**config.mk**
```make
export PLATFORM = sky130hd
export DESIGN_NAME = fsm_occupancy_decode_flat
export DESIGN_NICKNAME = d
export VERILOG_FILES = /design/src/perf_pkg.sv /design/src/perf_event_if.sv /design/src/fsm_occupancy_decode.sv /design/src/flat_wrapper.sv
export SDC_FILE = /design/constraint.sdc
export NUM_CORES = 1
export LEC_CHECK = 0
export ABC_AREA = 0
export BUFFER_PORTS_ARGS = -buffer_cell sky130_fd_sc_hd__buf_2
export CAP_MARGIN = 20
export CORE_AREA = 2 2 39 41
export DETAILED_ROUTE_END_ITERATION = 10
export DIE_AREA = 0 0 41 43
export PLACE_DENSITY = 0.43
export SLEW_MARGIN = 10
export SYNTH_ARGS = -nofsm -noshare
export SYNTH_HDL_FRONTEND = slang
export SYNTH_SLANG_ARGS = --single-unit
```
**constraint.sdc**
```tcl
create_clock -name vclk -period 0.8
set_input_delay 0.24 -clock vclk [all_inputs]
set_output_delay 0.24 -clock vclk [all_outputs]
set_load 0.005 [all_outputs]
```
**src/perf_pkg.sv**
```systemverilog
// Shared state encodings, counter IDs and widths for the performance monitor
package perf_pkg;

  // Fetch unit states, code 3 unused
  typedef enum logic [1:0] {
    IFU_START       = 2'd0,
    IFU_WAIT_ICACHE = 2'd1,
    IFU_WAIT_IBUF   = 2'd2
  } ifu_state_e;

  typedef enum logic [1:0] {
    IC_IDLE      = 2'd0,
    IC_LOOKUP    = 2'd1,
    IC_MISS_REQ  = 2'd2,
    IC_MISS_WAIT = 2'd3
  } icache_state_e;

  typedef enum logic [1:0] {
    LSU_IDLE   = 2'd0,
    LSU_LD_REQ = 2'd1,
    LSU_LD_RSP = 2'd2,
    LSU_RESP   = 2'd3
  } lsu_state_e;

  // Code 7 unused
  typedef enum logic [2:0] {
    DC_IDLE        = 3'd0,
    DC_LOOKUP      = 3'd1,
    DC_STORE_WRITE = 3'd2,
    DC_WB_REQ      = 3'd3,
    DC_MISS_REQ    = 3'd4,
    DC_WAIT_REFILL = 3'd5,
    DC_RESP        = 3'd6
  } dcache_state_e;

  // Counter IDs, the value is the read address
  typedef enum logic [5:0] {
    CTR_CYCLES, CTR_COMMIT_CYCLES, CTR_COMMIT_INSTRS, CTR_NOCOMMIT_CYCLES,
    CTR_FE_EMPTY, CTR_FE_STALL, CTR_DEC_STALL, CTR_ROB_FULL, CTR_ISSUE_FULL,
    CTR_ALU_FULL, CTR_BRU_FULL, CTR_LSU_FULL, CTR_CSR_FULL, CTR_SB_FULL,
    CTR_ICACHE_MISS_CYCLES, CTR_DCACHE_MISS_CYCLES, CTR_FLUSH,
    CTR_ICACHE_MISS_REQS, CTR_DCACHE_MISS_REQS,
    CTR_IFU_START, CTR_IFU_WAIT_ICACHE, CTR_IFU_WAIT_IBUF,
    CTR_IC_IDLE, CTR_IC_LOOKUP, CTR_IC_MISS_REQ, CTR_IC_MISS_WAIT,
    CTR_LSU_IDLE, CTR_LSU_LD_REQ, CTR_LSU_LD_RSP, CTR_LSU_RESP,
    CTR_DC_IDLE, CTR_DC_LOOKUP, CTR_DC_STORE_WRITE, CTR_DC_WB_REQ,
    CTR_DC_MISS_REQ, CTR_DC_WAIT_REFILL, CTR_DC_RESP
  } perf_ctr_e;

  localparam int NUM_CTRS   = 37;
  localparam int CTR_ADDR_W = 6;

  // Pipeline event bits cover NOCOMMIT_CYCLES up to DCACHE_MISS_REQS,
  // commit cycles travel as commit_any
  localparam int NUM_STALL_EVT  = 16;
  localparam int STALL_EVT_BASE = 3;

  // Occupancy bits cover IFU_START up to DC_RESP
  localparam int NUM_STATE_EVT  = 18;
  localparam int STATE_EVT_BASE = 19;

  localparam int SB_ALLOC_W = 4;

endpackage

```
**src/perf_event_if.sv**
```systemverilog
// Per-cycle event levels passed from the event decoders to the counter bank
`timescale 1ns/10ps

interface perf_event_if
  import perf_pkg::*;
#(
  parameter int NRET = 2
);

  localparam int CW = $clog2(NRET + 1);

  logic [NUM_STALL_EVT-1:0] stall_evt;
  logic                     commit_any;
  logic [CW-1:0]            commit_count;
  logic [NUM_STATE_EVT-1:0] state_evt;

  modport pipe_src (
    output stall_evt,
    output commit_any,
    output commit_count
  );

  modport state_src (output state_evt);

  modport sink (input stall_evt, input commit_any, input commit_count, input state_evt);

endinterface

```
**src/fsm_occupancy_decode.sv**
```systemverilog
// Decodes the four unit FSM state codes into one-hot occupancy event bits
`timescale 1ns/10ps

module fsm_occupancy_decode
  import perf_pkg::*;
(
  input  ifu_state_e     ifu_state_i,
  input  icache_state_e  icache_state_i,
  input  lsu_state_e     lsu_state_i,
  input  dcache_state_e  dcache_state_i,
  perf_event_if.state_src evt
);

  logic [2:0] ifu_oh;
  logic [3:0] ic_oh;
  logic [3:0] lsu_oh;
  logic [6:0] dc_oh;

  // Unused codes fall to default and leave the slice clear
  always_comb begin
    ifu_oh = '0;
    case (ifu_state_i)
      IFU_START:       ifu_oh[0] = 1'b1;
      IFU_WAIT_ICACHE: ifu_oh[1] = 1'b1;
      IFU_WAIT_IBUF:   ifu_oh[2] = 1'b1;
      default: ;
    endcase
  end

  always_comb begin
    ic_oh = '0;
    case (icache_state_i)
      IC_IDLE:      ic_oh[0] = 1'b1;
      IC_LOOKUP:    ic_oh[1] = 1'b1;
      IC_MISS_REQ:  ic_oh[2] = 1'b1;
      IC_MISS_WAIT: ic_oh[3] = 1'b1;
      default: ;
    endcase
  end

  always_comb begin
    lsu_oh = '0;
    case (lsu_state_i)
      LSU_IDLE:   lsu_oh[0] = 1'b1;
      LSU_LD_REQ: lsu_oh[1] = 1'b1;
      LSU_LD_RSP: lsu_oh[2] = 1'b1;
      LSU_RESP:   lsu_oh[3] = 1'b1;
      default: ;
    endcase
  end

  always_comb begin
    dc_oh = '0;
    case (dcache_state_i)
      DC_IDLE:        dc_oh[0] = 1'b1;
      DC_LOOKUP:      dc_oh[1] = 1'b1;
      DC_STORE_WRITE: dc_oh[2] = 1'b1;
      DC_WB_REQ:      dc_oh[3] = 1'b1;
      DC_MISS_REQ:    dc_oh[4] = 1'b1;
      DC_WAIT_REFILL: dc_oh[5] = 1'b1;
      DC_RESP:        dc_oh[6] = 1'b1;
      default: ;
    endcase
  end

  // Bit 0 lines up with CTR_IFU_START
  assign evt.state_evt = {dc_oh, lsu_oh, ic_oh, ifu_oh};

endmodule

```
**src/flat_wrapper.sv**
```systemverilog
// flat-port wrapper written by rule: the top's interface ports become plain ports
module fsm_occupancy_decode_flat import perf_pkg::*;
  (ifu_state_i, icache_state_i, lsu_state_i, dcache_state_i, evt_state_evt);
  perf_event_if evt_i ();
  input  ifu_state_e ifu_state_i;
  input  icache_state_e icache_state_i;
  input  lsu_state_e lsu_state_i;
  input  dcache_state_e dcache_state_i;
  output wire logic [$bits(evt_i.state_evt)-1:0] evt_state_evt;
  assign evt_state_evt = evt_i.state_evt;
  fsm_occupancy_decode u_core (.ifu_state_i(ifu_state_i), .icache_state_i(icache_state_i), .lsu_state_i(lsu_state_i), .dcache_state_i(dcache_state_i), .evt(evt_i));
endmodule
```
==> run metrics <==
Final Core Density=31.6%; Max Cap Violations=0; crit-path cells=buf_8 > and3b_2 > buf_2; power density cells=461 mW/mm2; setup ws final=-0.104 ns; all-layer global routing usage=4.50%; HP Class=in -> out; Nets=56; postcts setup bufs=0; DR vias=237; Worst VDD drop=102 uV; dominant cell type by area after synthesis=nor2b_1; area share of the leading cell type in the synthesized netlist=31.6%; syn nets=27; failing checks=negative setup slack; Max-Slew Margin vs Limit=90.2%; number of failing hold endpoints at the final stage=0; synth top area cells=nor2b_1 (32%), and3b_2 (25%), nor3b_1 (19%); CTS Hold Bufs=0; synth cell count leaders=nor2b_1 (6), and3b_2 (3), nor2_1 (3), nor3b_1 (3), and2_1 (2); Pleak=0.231 nW; Final GP Congestion=0.559; met1 WL=143 um; YS warnings=0; unrepaired setup endpoints after global routing=true; TNS Setup=-0.783 ns; CP delay by family, top=buffers and inverters; crit path kind=in -> out; Avg Cell Area, Syn=6.60 um2; combinational fraction of design power=100.0%; layout cells sized above 1=86.7%; met3 WL=64 um; global-route wire length before repair=607 um; Worst Path Buf+Inv=2; Clk pwr share=0%; Die Span Y=43 um; drt pass-1 iters=2; Final setup viols=15; crit start category=input pin; CP max-delay cell=and3b_2; vias in the first global route=162; DR top layer=met3; Port-buffer cells=27; Netlist cell types=6; Initial Utilization=8.59%; Slew Viols, Final=0; die area=0.00176 mm2; Starting DRT DRC Count=2; largest net degree at the start of global routing=8; Seq/Total Area, Yosys=0%; I/O pin cnt=27; Syn Inst Count=18; CORE AREA=0.00138 mm2; hpwl dp=331 um; Int Power=0.136 mW; remaining global-route overflow=0; area delta synth->final=267%; detail-routed via count per cell=3.89; crit path DAT=0.66 ns; register area=0 um2; fmax=1.11 GHz; Req. time, crit path=0.56 ns; part of the cycle the worst path needs=113%; Clock buffer cells=0; initial antenna violation count=0; final wirelength=533 um; diodes inserted=0; chip width=41 um; worst-path fanout max=7; outcome=finished, violations left; Row Count=14; slowest stage delay, CP=0.20 ns; count leader, synth=nor2b_1; antenna-violating nets left=0; sequential share of power=0%; wire length per cell=8.74 um; num sequential=0; Sw Share=32.5%; CP Capture Type=primary output; switching power=0.0654 mW; Hold Slack=0.696 ns; Worst Tran Pin Value=0.146 ns; Remaining DRCs=0; met2 WL post-DR=324 um; mapped cell area=119 um2; post-route minimum period=0.904 ns
## path summary, 6_finish.rpt
path,start,end,slack (ns),depth (start not counted)
worst min-delay path,icache_state_i[0],evt_state_evt[3],0.70,3
worst max-delay path,dcache_state_i[1],evt_state_evt[17],-0.10,3
## area by class of cell
| class | instances | area (um2) |
|---|---|---|
| fill | 138 | 947 |
| multi-input combinational | 18 | 166 |
| tap | 16 | 20.0 |
| timing repair buffer | 27 | 250 |
## through the flow
| step | setup slack (ns) | std cells | cell area [um2] | total power [mW] |
|---|---|---|---|---|
| after floorplan | 0.104 | 18 | 119 | 0.0397 |
| after global placement | -0.152 | 61 | 274 | 0.115 |
| after detailed placement | -0.140 | 61 | 274 | 0.115 |
| after CTS | -0.101 | 61 | 350 | 0.155 |
| after global routing | -0.139 | 61 | 437 | 0.217 |
| final | -0.104 | 61 | 437 | 0.201 |
## cells by family (layout without fill, tap and decap cells)
kind of cell | Yosys count | count (layout) | share of synthesized area (%)
simple gates | 18 | 18 | 100
buf+inv | 0 | 27 | 0
## timing repair
| action | CTS | global route |
|---|---|---|
| resized for setup | 17 | 18 |
| endpoints found under the setup margin | 15 | 17 |
| pin swaps | 3 | 3 |
## cells in the final DEF, fill, tap and decap left out
cell type | netlist | layout
nor3_2 | 0 | 1
nor3b_1 | 3 | 2
and2_4 | 0 | 2
buf_6 | 0 | 4
nor3b_2 | 0 | 1
nor2_4 | 0 | 1
buf_2 | 0 | 14
nor2b_4 | 0 | 3
nor2_1 | 3 | 1
buf_8 | 0 | 9
nor2_2 | 0 | 1
nor2b_1 | 6 | 3
and3b_2 | 3 | 3
## metal layers
metal	vias to the layer above	global-route usage, %
li1	117	-
met1	105	4.43
met2	15	9.69
met3	0	0
met4	0	0
met5	-	0
## power by group through the flow
stage / Sequential [mW] / Combinational, mW / Clock, mW
floorplan: 0 / 0.0397 / 0
global placement: 0 / 0.115 / 0
detailed placement: 0 / 0.115 / 0
CTS: 0 / 0.155 / 0
global route: 0 / 0.217 / 0
finish: 0 / 0.201 / 0
Power figures use the tool's default switching activity.
