File: src/perf_pkg.sv
// Shared state encodings, counter IDs and widths for the performance monitor
package perf_pkg;

  // Fetch unit states, code 3 unused
  typedef enum logic [1:0] {
    IFU_START       = 2'd0,
    IFU_WAIT_ICACHE = 2'd1,
    IFU_WAIT_IBUF   = 2'd2
  } ifu_state_e;

  typedef enum logic [1:0] {
    IC_IDLE      = 2'd0,
    IC_LOOKUP    = 2'd1,
    IC_MISS_REQ  = 2'd2,
    IC_MISS_WAIT = 2'd3
  } icache_state_e;

  typedef enum logic [1:0] {
    LSU_IDLE   = 2'd0,
    LSU_LD_REQ = 2'd1,
    LSU_LD_RSP = 2'd2,
    LSU_RESP   = 2'd3
  } lsu_state_e;

  // Code 7 unused
  typedef enum logic [2:0] {
    DC_IDLE        = 3'd0,
    DC_LOOKUP      = 3'd1,
    DC_STORE_WRITE = 3'd2,
    DC_WB_REQ      = 3'd3,
    DC_MISS_REQ    = 3'd4,
    DC_WAIT_REFILL = 3'd5,
    DC_RESP        = 3'd6
  } dcache_state_e;

  // Counter IDs, the value is the read address
  typedef enum logic [5:0] {
    CTR_CYCLES, CTR_COMMIT_CYCLES, CTR_COMMIT_INSTRS, CTR_NOCOMMIT_CYCLES,
    CTR_FE_EMPTY, CTR_FE_STALL, CTR_DEC_STALL, CTR_ROB_FULL, CTR_ISSUE_FULL,
    CTR_ALU_FULL, CTR_BRU_FULL, CTR_LSU_FULL, CTR_CSR_FULL, CTR_SB_FULL,
    CTR_ICACHE_MISS_CYCLES, CTR_DCACHE_MISS_CYCLES, CTR_FLUSH,
    CTR_ICACHE_MISS_REQS, CTR_DCACHE_MISS_REQS,
    CTR_IFU_START, CTR_IFU_WAIT_ICACHE, CTR_IFU_WAIT_IBUF,
    CTR_IC_IDLE, CTR_IC_LOOKUP, CTR_IC_MISS_REQ, CTR_IC_MISS_WAIT,
    CTR_LSU_IDLE, CTR_LSU_LD_REQ, CTR_LSU_LD_RSP, CTR_LSU_RESP,
    CTR_DC_IDLE, CTR_DC_LOOKUP, CTR_DC_STORE_WRITE, CTR_DC_WB_REQ,
    CTR_DC_MISS_REQ, CTR_DC_WAIT_REFILL, CTR_DC_RESP
  } perf_ctr_e;

  localparam int NUM_CTRS   = 37;
  localparam int CTR_ADDR_W = 6;

  // Pipeline event bits cover NOCOMMIT_CYCLES up to DCACHE_MISS_REQS,
  // commit cycles travel as commit_any
  localparam int NUM_STALL_EVT  = 16;
  localparam int STALL_EVT_BASE = 3;

  // Occupancy bits cover IFU_START up to DC_RESP
  localparam int NUM_STATE_EVT  = 18;
  localparam int STATE_EVT_BASE = 19;

  localparam int SB_ALLOC_W = 4;

endpackage

File: src/perf_event_if.sv
// Per-cycle event levels passed from the event decoders to the counter bank
`timescale 1ns/10ps

interface perf_event_if
  import perf_pkg::*;
#(
  parameter int NRET = 2
);

  localparam int CW = $clog2(NRET + 1);

  logic [NUM_STALL_EVT-1:0] stall_evt;
  logic                     commit_any;
  logic [CW-1:0]            commit_count;
  logic [NUM_STATE_EVT-1:0] state_evt;

  modport pipe_src (
    output stall_evt,
    output commit_any,
    output commit_count
  );

  modport state_src (output state_evt);

  modport sink (input stall_evt, input commit_any, input commit_count, input state_evt);

endinterface

File: src/pipe_event_decode.sv
// Decodes core pipeline status levels into stall/miss event bits and the commit count
`timescale 1ns/10ps

module pipe_event_decode
  import perf_pkg::*;
#(
  parameter int NRET = 2
) (
  input  logic [NRET-1:0]       commit_valid_i,
  input  logic                  ibuf_valid_i,
  input  logic                  ibuf_ready_i,
  input  logic                  dec_in_valid_i,
  input  logic                  dec_in_ready_i,
  input  logic                  dispatch_valid_i,
  input  logic                  rob_ready_i,
  input  logic                  issue_ready_i,
  input  logic                  alu_can_accept_i,
  input  logic                  bru_can_accept_i,
  input  logic                  lsu_can_accept_i,
  input  logic                  csr_can_accept_i,
  input  logic [SB_ALLOC_W-1:0] sb_alloc_req_i,
  input  logic                  sb_alloc_ready_i,
  input  logic                  icache_miss_valid_i,
  input  logic                  icache_miss_ready_i,
  input  logic                  dcache_miss_valid_i,
  input  logic                  dcache_miss_ready_i,
  input  logic                  flush_i,
  perf_event_if.pipe_src        evt
);

  localparam int CW = $clog2(NRET + 1);
  localparam int B  = STALL_EVT_BASE;

  logic                     commit_any;
  logic                     disp_ok;
  logic [CW-1:0]            commit_cnt;
  logic [NUM_STALL_EVT-1:0] stall;

  assign commit_any = |commit_valid_i;

  // Unit-full events only count once the ROB has accepted
  assign disp_ok = dispatch_valid_i && rob_ready_i;

  always_comb begin
    commit_cnt = '0;
    for (int i = 0; i < NRET; i++) begin
      commit_cnt = commit_cnt + CW'(commit_valid_i[i]);
    end
  end

  always_comb begin
    stall = '0;
    stall[CTR_NOCOMMIT_CYCLES - B]    = !commit_any;
    stall[CTR_FE_EMPTY - B]           = !ibuf_valid_i;
    stall[CTR_FE_STALL - B]           = ibuf_valid_i && !ibuf_ready_i;
    stall[CTR_DEC_STALL - B]          = dec_in_valid_i && !dec_in_ready_i;
    stall[CTR_ROB_FULL - B]           = dispatch_valid_i && !rob_ready_i;
    stall[CTR_ISSUE_FULL - B]         = disp_ok && !issue_ready_i;
    stall[CTR_ALU_FULL - B]           = disp_ok && !alu_can_accept_i;
    stall[CTR_BRU_FULL - B]           = disp_ok && !bru_can_accept_i;
    stall[CTR_LSU_FULL - B]           = disp_ok && !lsu_can_accept_i;
    stall[CTR_CSR_FULL - B]           = disp_ok && !csr_can_accept_i;
    stall[CTR_SB_FULL - B]            = (|sb_alloc_req_i) && !sb_alloc_ready_i;
    stall[CTR_ICACHE_MISS_CYCLES - B] = icache_miss_valid_i && !icache_miss_ready_i;
    stall[CTR_DCACHE_MISS_CYCLES - B] = dcache_miss_valid_i && !dcache_miss_ready_i;
    stall[CTR_FLUSH - B]              = flush_i;
    // Requests count whether or not the memory side is ready
    stall[CTR_ICACHE_MISS_REQS - B]   = icache_miss_valid_i;
    stall[CTR_DCACHE_MISS_REQS - B]   = dcache_miss_valid_i;
  end

  assign evt.stall_evt    = stall;
  assign evt.commit_any   = commit_any;
  assign evt.commit_count = commit_cnt;

endmodule

File: src/flat_wrapper.sv
// flat-port wrapper written by rule: the top's interface ports become plain ports
module pipe_event_decode_flat import perf_pkg::*;
#(
  parameter int NRET = 2
)
  (commit_valid_i, ibuf_valid_i, ibuf_ready_i, dec_in_valid_i, dec_in_ready_i, dispatch_valid_i, rob_ready_i, issue_ready_i, alu_can_accept_i, bru_can_accept_i, lsu_can_accept_i, csr_can_accept_i, sb_alloc_req_i, sb_alloc_ready_i, icache_miss_valid_i, icache_miss_ready_i, dcache_miss_valid_i, dcache_miss_ready_i, flush_i, evt_stall_evt, evt_commit_any, evt_commit_count);
  perf_event_if #(.NRET(NRET)) evt_i ();
  input  logic [NRET-1:0] commit_valid_i;
  input  logic ibuf_valid_i;
  input  logic ibuf_ready_i;
  input  logic dec_in_valid_i;
  input  logic dec_in_ready_i;
  input  logic dispatch_valid_i;
  input  logic rob_ready_i;
  input  logic issue_ready_i;
  input  logic alu_can_accept_i;
  input  logic bru_can_accept_i;
  input  logic lsu_can_accept_i;
  input  logic csr_can_accept_i;
  input  logic [SB_ALLOC_W-1:0] sb_alloc_req_i;
  input  logic sb_alloc_ready_i;
  input  logic icache_miss_valid_i;
  input  logic icache_miss_ready_i;
  input  logic dcache_miss_valid_i;
  input  logic dcache_miss_ready_i;
  input  logic flush_i;
  output wire logic [$bits(evt_i.stall_evt)-1:0] evt_stall_evt;
  output wire logic [$bits(evt_i.commit_any)-1:0] evt_commit_any;
  output wire logic [$bits(evt_i.commit_count)-1:0] evt_commit_count;
  assign evt_stall_evt = evt_i.stall_evt;
  assign evt_commit_any = evt_i.commit_any;
  assign evt_commit_count = evt_i.commit_count;
  pipe_event_decode #(.NRET(NRET)) u_core (.commit_valid_i(commit_valid_i), .ibuf_valid_i(ibuf_valid_i), .ibuf_ready_i(ibuf_ready_i), .dec_in_valid_i(dec_in_valid_i), .dec_in_ready_i(dec_in_ready_i), .dispatch_valid_i(dispatch_valid_i), .rob_ready_i(rob_ready_i), .issue_ready_i(issue_ready_i), .alu_can_accept_i(alu_can_accept_i), .bru_can_accept_i(bru_can_accept_i), .lsu_can_accept_i(lsu_can_accept_i), .csr_can_accept_i(csr_can_accept_i), .sb_alloc_req_i(sb_alloc_req_i), .sb_alloc_ready_i(sb_alloc_ready_i), .icache_miss_valid_i(icache_miss_valid_i), .icache_miss_ready_i(icache_miss_ready_i), .dcache_miss_valid_i(dcache_miss_valid_i), .dcache_miss_ready_i(dcache_miss_ready_i), .flush_i(flush_i), .evt(evt_i));
endmodule
File: config.mk
export PLATFORM = sky130hd
export DESIGN_NAME = pipe_event_decode_flat
export DESIGN_NICKNAME = d
export VERILOG_FILES = /design/src/perf_pkg.sv /design/src/perf_event_if.sv /design/src/pipe_event_decode.sv /design/src/flat_wrapper.sv
export SDC_FILE = /design/constraint.sdc
export NUM_CORES = 1
export LEC_CHECK = 0
export ABC_AREA = 1
export BUFFER_PORTS_ARGS = -buffer_cell sky130_fd_sc_hd__buf_2
export CAP_MARGIN = 5
export CORE_AREA = 2 2 39 41
export DETAILED_ROUTE_END_ITERATION = 8
export DIE_AREA = 0 0 41 43
export SLEW_MARGIN = 20
export SYNTH_ARGS = -nofsm -noshare
export SYNTH_HDL_FRONTEND = slang
export SYNTH_SLANG_ARGS = --single-unit
File: constraint.sdc
create_clock -name vclk -period 0.8
set_clock_uncertainty 0.2 [all_clocks]
set_input_delay 0.04 -clock vclk [all_inputs]
set_output_delay 0.04 -clock vclk [all_outputs]
set_load 0.005 [all_outputs]
==> results of run 1 <==
-- critical path, cell delays in order --
cell and delay, ns:
buf_6 0.09, inv_1 0.08, ha_4 0.20, buf_2 0.12
-- cell usage in the layout (no fill, tap or decap) --
cell type and count:
a21oi_1 1, inv_2 1, buf_2 39, nand2_2 1, inv_1 7, buf_6 1, ha_4 1, ha_1 1
nor2_1 12
-- cell families after synthesis --
kind of cell,Yosys count,synth area share (%)
AOI/OAI and AO/OA,1,3.73
buffers and inverters,11,39.3
adders and majority gates,2,18.7
and+or+nand+nor,13,38.3
-- where the power goes --
group | switching (uW) | leakage [uW] | total (uW) | internal (uW)
logic | 60.0 | 0.000254 | 146 | 86.5
clock network | 0 | 0 | 0 | 0
registers | 0 | 0 | 0 | 0
-- area by class of cell --
class	instances	area share [%]
Inverter	8	8.57
Timing Repair Buffer	40	58.9
Multi-Input combinational cell	16	26.8
Tap cell	16	5.71
-- per-layer routing --
layer / part of all wire, % / vias to the layer above / wire length, um / global-route usage, %
li1: - / 146 / - / -
met1: 33 / 114 / 187 / 6.65
met2: 56 / 16 / 318 / 11.3
met3: 11 / 0 / 65 / 1.05
met4: 0 / 0 / 0 / 2.00
met5: 0 / - / 0 / 0
-- metrics by stage --
step           power [uW]  hold WS, ns  instance area [um2]  util [%]
6_report              146       -0.120                  350      25.3
5_1_grt               169       -0.120                  350      25.3
4_1_cts               142       -0.120                  338      24.4
3_5_place_dp          138       -0.120                  332      24.0
3_3_place_gp          136       -0.120                  332      24.0
2_1_floorplan        51.8      -0.0924                  134         -
-- timing repair --
action | CTS | global route
endpoints found under the hold margin | 1 | 1
cloned | 0 | 0
setup endpoints to repair | 1 | 1
gates resized for setup | 1 | 2
pin swaps | 1 | 1
-- synth_stat cells, drive strengths merged --
library cell,instances
buf,3
ha,2
a21oi,1
inv,8
nor2,12
nand2,1
-- how the worst min path moves through the flow --
stage / slack, ns / endpoint / from
finish: -0.12 / evt_stall_evt[13] / flush_i
global route: -0.12 / evt_stall_evt[13] / flush_i
CTS: -0.12 / evt_stall_evt[13] / flush_i
detailed placement: -0.12 / evt_stall_evt[13] / flush_i
global placement: -0.12 / evt_stall_evt[13] / flush_i
floorplan: -0.09 / evt_stall_evt[10] / sb_alloc_ready_i
==> metrics.cfg, run 1 <==
[cells_and_area]
nNetsFinal=91
multi_input_area_um2=93.8
diodes=0
drive_above_1_share_pct=67.2
area_growth_pct=162
fillerInstances=164
n_clock_buffer=0
seq_cell_count=0
ff_latch_area_um2=0
instances_no_fill=80

[route]
post-route-drc-count=0
drtIter0Drc=1
drt-pass1-iter-count=4
via_per_inst=3.45
avgRoutedWirePerCell_um=7.14
ant_nets=0
totalWireLength_um=571
num_vias=276

[power_and_ir_drop]
peakVddDrop_v=0.000112
power_density_mw_per_mm2=418
power.leakage_uw=0.000254

[worst_setup_path]
critPathCaptureType=primary output
cp-start-kind=input pin
crit_type=input pin to primary output
cp.arrival_ns=0.53
cp_max_fo=2
crit_required_ns=0.56
endpoint=evt_commit_count[0]
crit_start=commit_valid_i[1]

[global_routing]
grt_start_max_net_pins=6
grt_use_total_pct=6.19
grt_pass1_vias=231
antenna_found_initial=0
overflow=0
grt_pass1_wl_um=834

[floorplan]
coreArea_mm2=0.00138
die_h_um=43
pin_count=42
die-area_mm2=0.00176
rows=14
start_util_pct=9.67
die_x_um=41

[timing]
period_minus_slack_ns=0.772
tightest_slew_ns=0.0940
setup_violations=0
relSlewSlack_pct=93.7
drv_slew=0
setup_ws_ns=0.0280
fin_setup_tns_ns=0
max_freq_ghz=1.30
fin_crit_sh_pct=96.5
finalHoldViolCount=1
hold_ws_ns=-0.120

[logic_synthesis]
syn_inst=27
yosysTopAreaCellShare_pct=33.6
netlist_area_um2=134
synth.distinct_cells=6
yosysWarnings=0
synthTopCellsByArea=nor2_1 34%, inv_1 22%, ha_1 19%
synth-seq-area-share_pct=0
syn-num-nets=52
yosys.area.top_type=nor2_1
avgSynthCellArea_um2=4.96

[placement]
io_buffers=40
dp_hpwl_um=494
place.gp.congestion=0.666
dp.cells=80
dp_slack_ns=-0.0108

[clocking]
postCtsSetupBuffers=0

[outcome]
outcome=complete, but fails checks
violations=hold timing

[run]
cap_violations=0

[min_path]
hp-class=input pin to primary output
hold_depth=0

Power figures use the tool's default switching activity.
==> run 2: changes to the inputs <==
--- a/config.mk
+++ b/config.mk
@@ -5,7 +5,6 @@
 export SDC_FILE = /design/constraint.sdc
 export NUM_CORES = 1
 export LEC_CHECK = 0
-export ABC_AREA = 1
 export BUFFER_PORTS_ARGS = -buffer_cell sky130_fd_sc_hd__buf_2
 export CAP_MARGIN = 5
 export CORE_AREA = 2 2 39 41
==> run 2 against run 1 <==
  * The flow still finishes with violations (hold timing)
  * Final cell count fell by 6.3%
  * Wire length down 6.3%
  * Non-clock buffer count is the same
  * Count of clock-buffer cells in the layout did not move
  * Total power increased by 7.7%
  * Critical path depth unchanged
  * Final area up 6.8%
  * Maximum frequency shrank 3.4%
  * Die area unchanged
  * Largest cell class unchanged
  * Largest power group unchanged
  * Highest routed layer unchanged
==> metrics.cfg, run 2 <==
[route]
drt-pass1-iter-count=2  ; -2
via_per_inst=3.49  ; +1.3%
num_vias=262  ; -5.1%
totalWireLength_um=535  ; -6.3%
post-route-drc-count=0  ; unchanged
drtIter0Drc=2  ; +1
avgRoutedWirePerCell_um=7.13  ; about the same
ant_nets=0  ; unchanged

[cells_and_area]
fillerInstances=149  ; -9.1%
area_growth_pct=202
seq_cell_count=0  ; unchanged
nNetsFinal=86  ; -5.5%
finalInstanceArea_um2=374  ; +6.8%
final_cell_mix=36 x buf_2, 7 x nor2_1, 4 x nor2b_1, 4 x buf_6, 3 x inv_1
final_common_cell=buf_2
ff_latch_area_um2=0  ; unchanged
diodes=0  ; unchanged
n_clock_buffer=0  ; unchanged
drive_above_1_share_pct=72.9  ; +5.7 points
instances_no_fill=75  ; -6.3%

[logic_synthesis]
syn-num-nets=47  ; -9.6%
synthTopCellsByArea=nor2_1 21%, ha_1 20%, nor2b_1 20%
yosysTopAreaCellShare_pct=21.2  ; -12 points
synth.distinct_cells=7  ; +1
netlist_area_um2=124  ; -7.5%
yosys.area.top_type=nor2_1
syn_inst=22  ; -19%
ys_top_cells_by_count=7 x nor2_1, 4 x inv_1, 4 x nor2b_1
yosysWarnings=0  ; unchanged
avgSynthCellArea_um2=5.63  ; +14%
yosysMostFrequentCell=nor2_1
synth-seq-area-share_pct=0  ; unchanged

[timing]
hold_ws_ns=-0.120  ; -0.0000380 ns
max_freq_ghz=1.25  ; -3.4%
finalHoldViolCount=1  ; unchanged
drv_slew=0  ; unchanged
setup_violations=0  ; unchanged
relSlewSlack_pct=87.9  ; -5.8 points
period_minus_slack_ns=0.799  ; +0.0274 ns
fin_crit_sh_pct=99.9  ; +3.4 points
tightest_slew_ns=0.180  ; +0.0860 ns
rsz0062_at_grt=true

[placement]
place.gp.congestion=0.634  ; -4.8%
dp.cells=75  ; -6.3%
dp_hpwl_um=468  ; -5.1%
dpl_cell_area_um2=322  ; -3.0%
io_buffers=40  ; unchanged

[worst_setup_path]
crit_slowest_cell=nor4_4
cp-start-kind=input pin
crit_chain=buf_6 > nor4_4 > nor2_1 > buf_2
crit_buf_inv=2  ; -1
critPathCaptureType=primary output
slowest_delay_ns=0.25  ; +0.05 ns
cp_max_fo=1  ; -1
crit_type=input pin to primary output
crit_family=simple AND/OR/NAND/NOR gates
cp.arrival_ns=0.56  ; +0.03 ns
crit_required_ns=0.56  ; about the same

[floorplan]
die_h_um=43  ; unchanged
die_x_um=41  ; unchanged
pin_count=42  ; unchanged
rows=14  ; unchanged
start_util_pct=8.95  ; -0.72 points
die-area_mm2=0.00176  ; unchanged
coreArea_mm2=0.00138  ; unchanged

[power_and_ir_drop]
power.leakage_uw=0.000238  ; -6.2%
clkPwrFrac_pct=0  ; unchanged
swShare_pct=38.5  ; -2.5 points
seqPwrFrac_pct=0  ; unchanged
peakVddDrop_v=0.000148  ; +32%
switching_power_uw=60.7  ; +1.2%
internal-power_uw=97.1  ; +12%
p_comb_share_pct=100.0  ; about the same
power_density_mw_per_mm2=422  ; +0.89%

[global_routing]
antenna_found_initial=0  ; unchanged
grt_pass1_vias=217  ; -6.1%
overflow=0  ; unchanged
grt_pass1_wl_um=738  ; -12%
grt_start_max_net_pins=6  ; unchanged
grt_use_total_pct=5.39  ; -0.80 points

[outcome]
violations=hold timing
outcome=complete, but fails checks

[min_path]
hp-class=input pin to primary output

[run]
cap_violations=0  ; unchanged

run 2: timing repair:
action	CTS	global route
buffers inserted	0	0
gates resized for setup	3	5
setup endpoints to repair	2	2
hold endpoints to repair	1	1
pin swaps	3	3
run 2: cell families (layout without fill, tap and decap cells):
group	Yosys count	in the layout	share of synthesized area (%)
AND/OR/NAND/NOR	13	13	49.5
buffers and inverters	7	44	30.3
adder cells (fa/ha/maj)	2	2	20.2
run 2: final timing paths:
| check | start | to | slack, ns | depth (start not counted) |
|---|---|---|---|---|
| worst max-delay path | sb_alloc_req_i[0] | evt_stall_evt[10] | 0.0006 | 4 |
| worst min-delay path | flush_i | evt_stall_evt[13] | -0.12 | 0 |
run 2: layout make-up:
cell class	instances	area (um2)	share of cell area (%)
Inverter	4	15.0	4.01
Timing Repair Buffer	40	225	60.2
Multi-Input combinational cell	15	114	30.4
Tap cell	16	20.0	5.35
run 2: metal layers:
layer	vias up	track usage (%)	part of all wire, %
met1	116	4.43	29
met2	9	12.5	63
met5	-	0	0
li1	137	-	-
met4	0	0	0
met3	0	0	7.7
run 2: stage by stage:
stage / setup TNS [ns] / utilization [%] / power, uW / worst slack [ns]
after floorplan: 0 / - / 49.0 / 0.203
after global placement: 0 / 23.2 / 130 / 0.000362
after detailed placement: -0.0221 / 23.2 / 134 / -0.0156
after CTS: -0.00399 / 24.6 / 143 / -0.00399
after global routing: -0.0277 / 27.0 / 179 / -0.0277
final: 0 / 27.0 / 158 / 0.000592
run 2: power by group through the flow:
stage                     registers, uW  clock network, uW  logic, uW
final                                 0                  0        158
after CTS                             0                  0        143
after floorplan                       0                  0       49.0
after global routing                  0                  0        179
after global placement                0                  0        130
after detailed placement              0                  0        134
==> run 3: changes to the inputs <==
--- a/config.mk
+++ b/config.mk
@@ -5,11 +5,11 @@
 export SDC_FILE = /design/constraint.sdc
 export NUM_CORES = 1
 export LEC_CHECK = 0
-export BUFFER_PORTS_ARGS = -buffer_cell sky130_fd_sc_hd__buf_2
 export CAP_MARGIN = 5
 export CORE_AREA = 2 2 39 41
 export DETAILED_ROUTE_END_ITERATION = 8
 export DIE_AREA = 0 0 41 43
+export DONT_BUFFER_PORTS = 1
 export SLEW_MARGIN = 20
 export SYNTH_ARGS = -nofsm -noshare
 export SYNTH_HDL_FRONTEND = slang
==> run 3 against run 2 <==
  * Via count fell by 51%
  * Wire length fell by 46%
  * Critical path type unchanged
  * Global-route usage fell by 2.7 points
  * Largest power group unchanged
  * Core utilization fell by 18 points
  * The run still ends with hold timing left
==> metrics.cfg, run 3 (same netlist as run 2, synthesis figures left out) <==
[min_path]
hp-class=input pin to primary output
hold_depth=0  ; unchanged

[route]
ant_nets=0  ; unchanged
num_vias=129  ; -51%
drt-pass1-iter-count=2  ; unchanged
avgRoutedWirePerCell_um=8.31  ; +17%
totalWireLength_um=291  ; -46%
post-route-drc-count=0  ; unchanged
drtIter0Drc=4  ; +2
via_per_inst=3.69  ; +5.5%

[placement]
dpl_cell_area_um2=121  ; -62%
dp_hpwl_um=274  ; -42%
place.gp.congestion=0.666  ; +5.0%
io_buffers=0  ; -100%

[outcome]
violations=hold timing
outcome=complete, but fails checks

[cells_and_area]
finalInstanceArea_um2=121  ; -68%
area_growth_pct=-2.02
diodes=0  ; unchanged
final_common_cell=nor2_1
nNetsFinal=46  ; -47%
drive_above_1_share_pct=0  ; -73 points
ff_latch_area_um2=0  ; unchanged
final_cell_mix=7 x nor2_1, 4 x inv_1, 4 x nor2b_1
n_clock_buffer=0  ; unchanged
seq_cell_count=0  ; unchanged

[worst_setup_path]
crit_chain=nor4_1 > nor2_1
slowest_delay_ns=0.25  ; about the same
endpoint=evt_stall_evt[10]
cp.depth=2  ; -2
critPathCaptureType=primary output
cp_max_fo=1  ; unchanged
crit_start=sb_alloc_req_i[1]
cp-start-kind=input pin
crit_family=simple AND/OR/NAND/NOR gates
crit_required_ns=0.56  ; about the same
crit_buf_inv=0  ; -2
cp.arrival_ns=0.38  ; -0.18 ns
crit_type=input pin to primary output
crit_slowest_cell=nor4_1

[timing]
drv_slew=0  ; unchanged
relSlewSlack_pct=85.3  ; -2.6 points
setup_violations=0  ; unchanged
tightest_slew_ns=0.219  ; +0.0388 ns
rsz0062_at_grt=false
hold_ws_ns=-0.120  ; unchanged
fin_crit_sh_pct=77.1  ; -23 points
fin_setup_tns_ns=0  ; unchanged
finalHoldViolCount=15  ; +14
max_freq_ghz=1.62  ; +30%
period_minus_slack_ns=0.617  ; -0.183 ns

[floorplan]
pin_count=42  ; unchanged
die-area_mm2=0.00176  ; unchanged
die_x_um=41  ; unchanged
rows=14  ; unchanged
die_h_um=43  ; unchanged
start_util_pct=8.95  ; unchanged
coreArea_mm2=0.00138  ; unchanged

[run]
cap_violations=0  ; unchanged

[power_and_ir_drop]
internal-power_uw=16.2  ; -83%
power.leakage_uw=0.0000600  ; -75%
peakVddDrop_v=0.0000542  ; -63%
switching_power_uw=24.9  ; -59%
power_density_mw_per_mm2=339  ; -20%
finalPower_uw=41.1  ; -74%
swShare_pct=60.6  ; +22 points
clkPwrFrac_pct=0  ; unchanged
p_comb_share_pct=100.0  ; about the same
seqPwrFrac_pct=0  ; unchanged

[clocking]
cts_resized=0  ; -3
postCtsSetupBuffers=0  ; unchanged

[global_routing]
grt_pass1_wl_um=372  ; -50%
use_met1_pct=2.85  ; -1.6 points
antenna_found_initial=0  ; unchanged
use_met2_pct=4.69  ; -7.8 points
grt_use_total_pct=2.70  ; -2.7 points
grt_start_max_net_pins=6  ; unchanged
met3_usage_pct=1.57  ; +1.6 points
grt.busiest_layer=met2
grt_pass1_vias=100  ; -54%
overflow=0  ; unchanged

## run 3: cell count changes in the layout (fill, tap and decap cells not counted)
cell,before,now
nor4_1,0,1
nor4_4,1,0
ha_4,1,0
buf_2,36,0
inv_1,3,4
inv_2,1,0
ha_1,1,2
buf_6,4,0
## run 3: worst min path at each step
stage,start,end,slack [ns]
floorplan,ibuf_ready_i,evt_stall_evt[2],-0.09
global placement,flush_i,evt_stall_evt[13],-0.12
detailed placement,flush_i,evt_stall_evt[13],-0.12
CTS,flush_i,evt_stall_evt[13],-0.12
global route,flush_i,evt_stall_evt[13],-0.12
finish,flush_i,evt_stall_evt[13],-0.12
## run 3: area by class of cell
cell class                      instances  area [um2]
Fill cell                             160        1260
Multi-Input combinational cell         15        86.3
Tap cell                               16        20.0
Inverter                                4        15.0
## run 3: routing by layer
| metal | vias to the layer above | wire [um] |
|---|---|---|
| met4 | 0 | 0 |
| met1 | 62 | 81 |
| met5 | - | 0 |
| li1 | 56 | - |
| met3 | 0 | 43 |
| met2 | 11 | 166 |
## run 3: per-stage QoR
stage	hold slack (ns)	setup slack, ns	cells	utilization (%)
after global placement	-0.120	0.188	35	8.77
after floorplan	-0.0931	0.203	22	-
after global routing	-0.120	0.104	35	8.77
after CTS	-0.120	0.173	35	8.77
final	-0.120	0.183	35	8.77
after detailed placement	-0.120	0.168	35	8.77
## run 3: power by group through the flow
stage / Combinational [uW] / Clock (uW) / Sequential (uW)
final: 41.1 / 0 / 0
after global routing: 47.6 / 0 / 0
after CTS: 42.3 / 0 / 0
after detailed placement: 42.1 / 0 / 0
after global placement: 41.8 / 0 / 0
after floorplan: 49.0 / 0 / 0
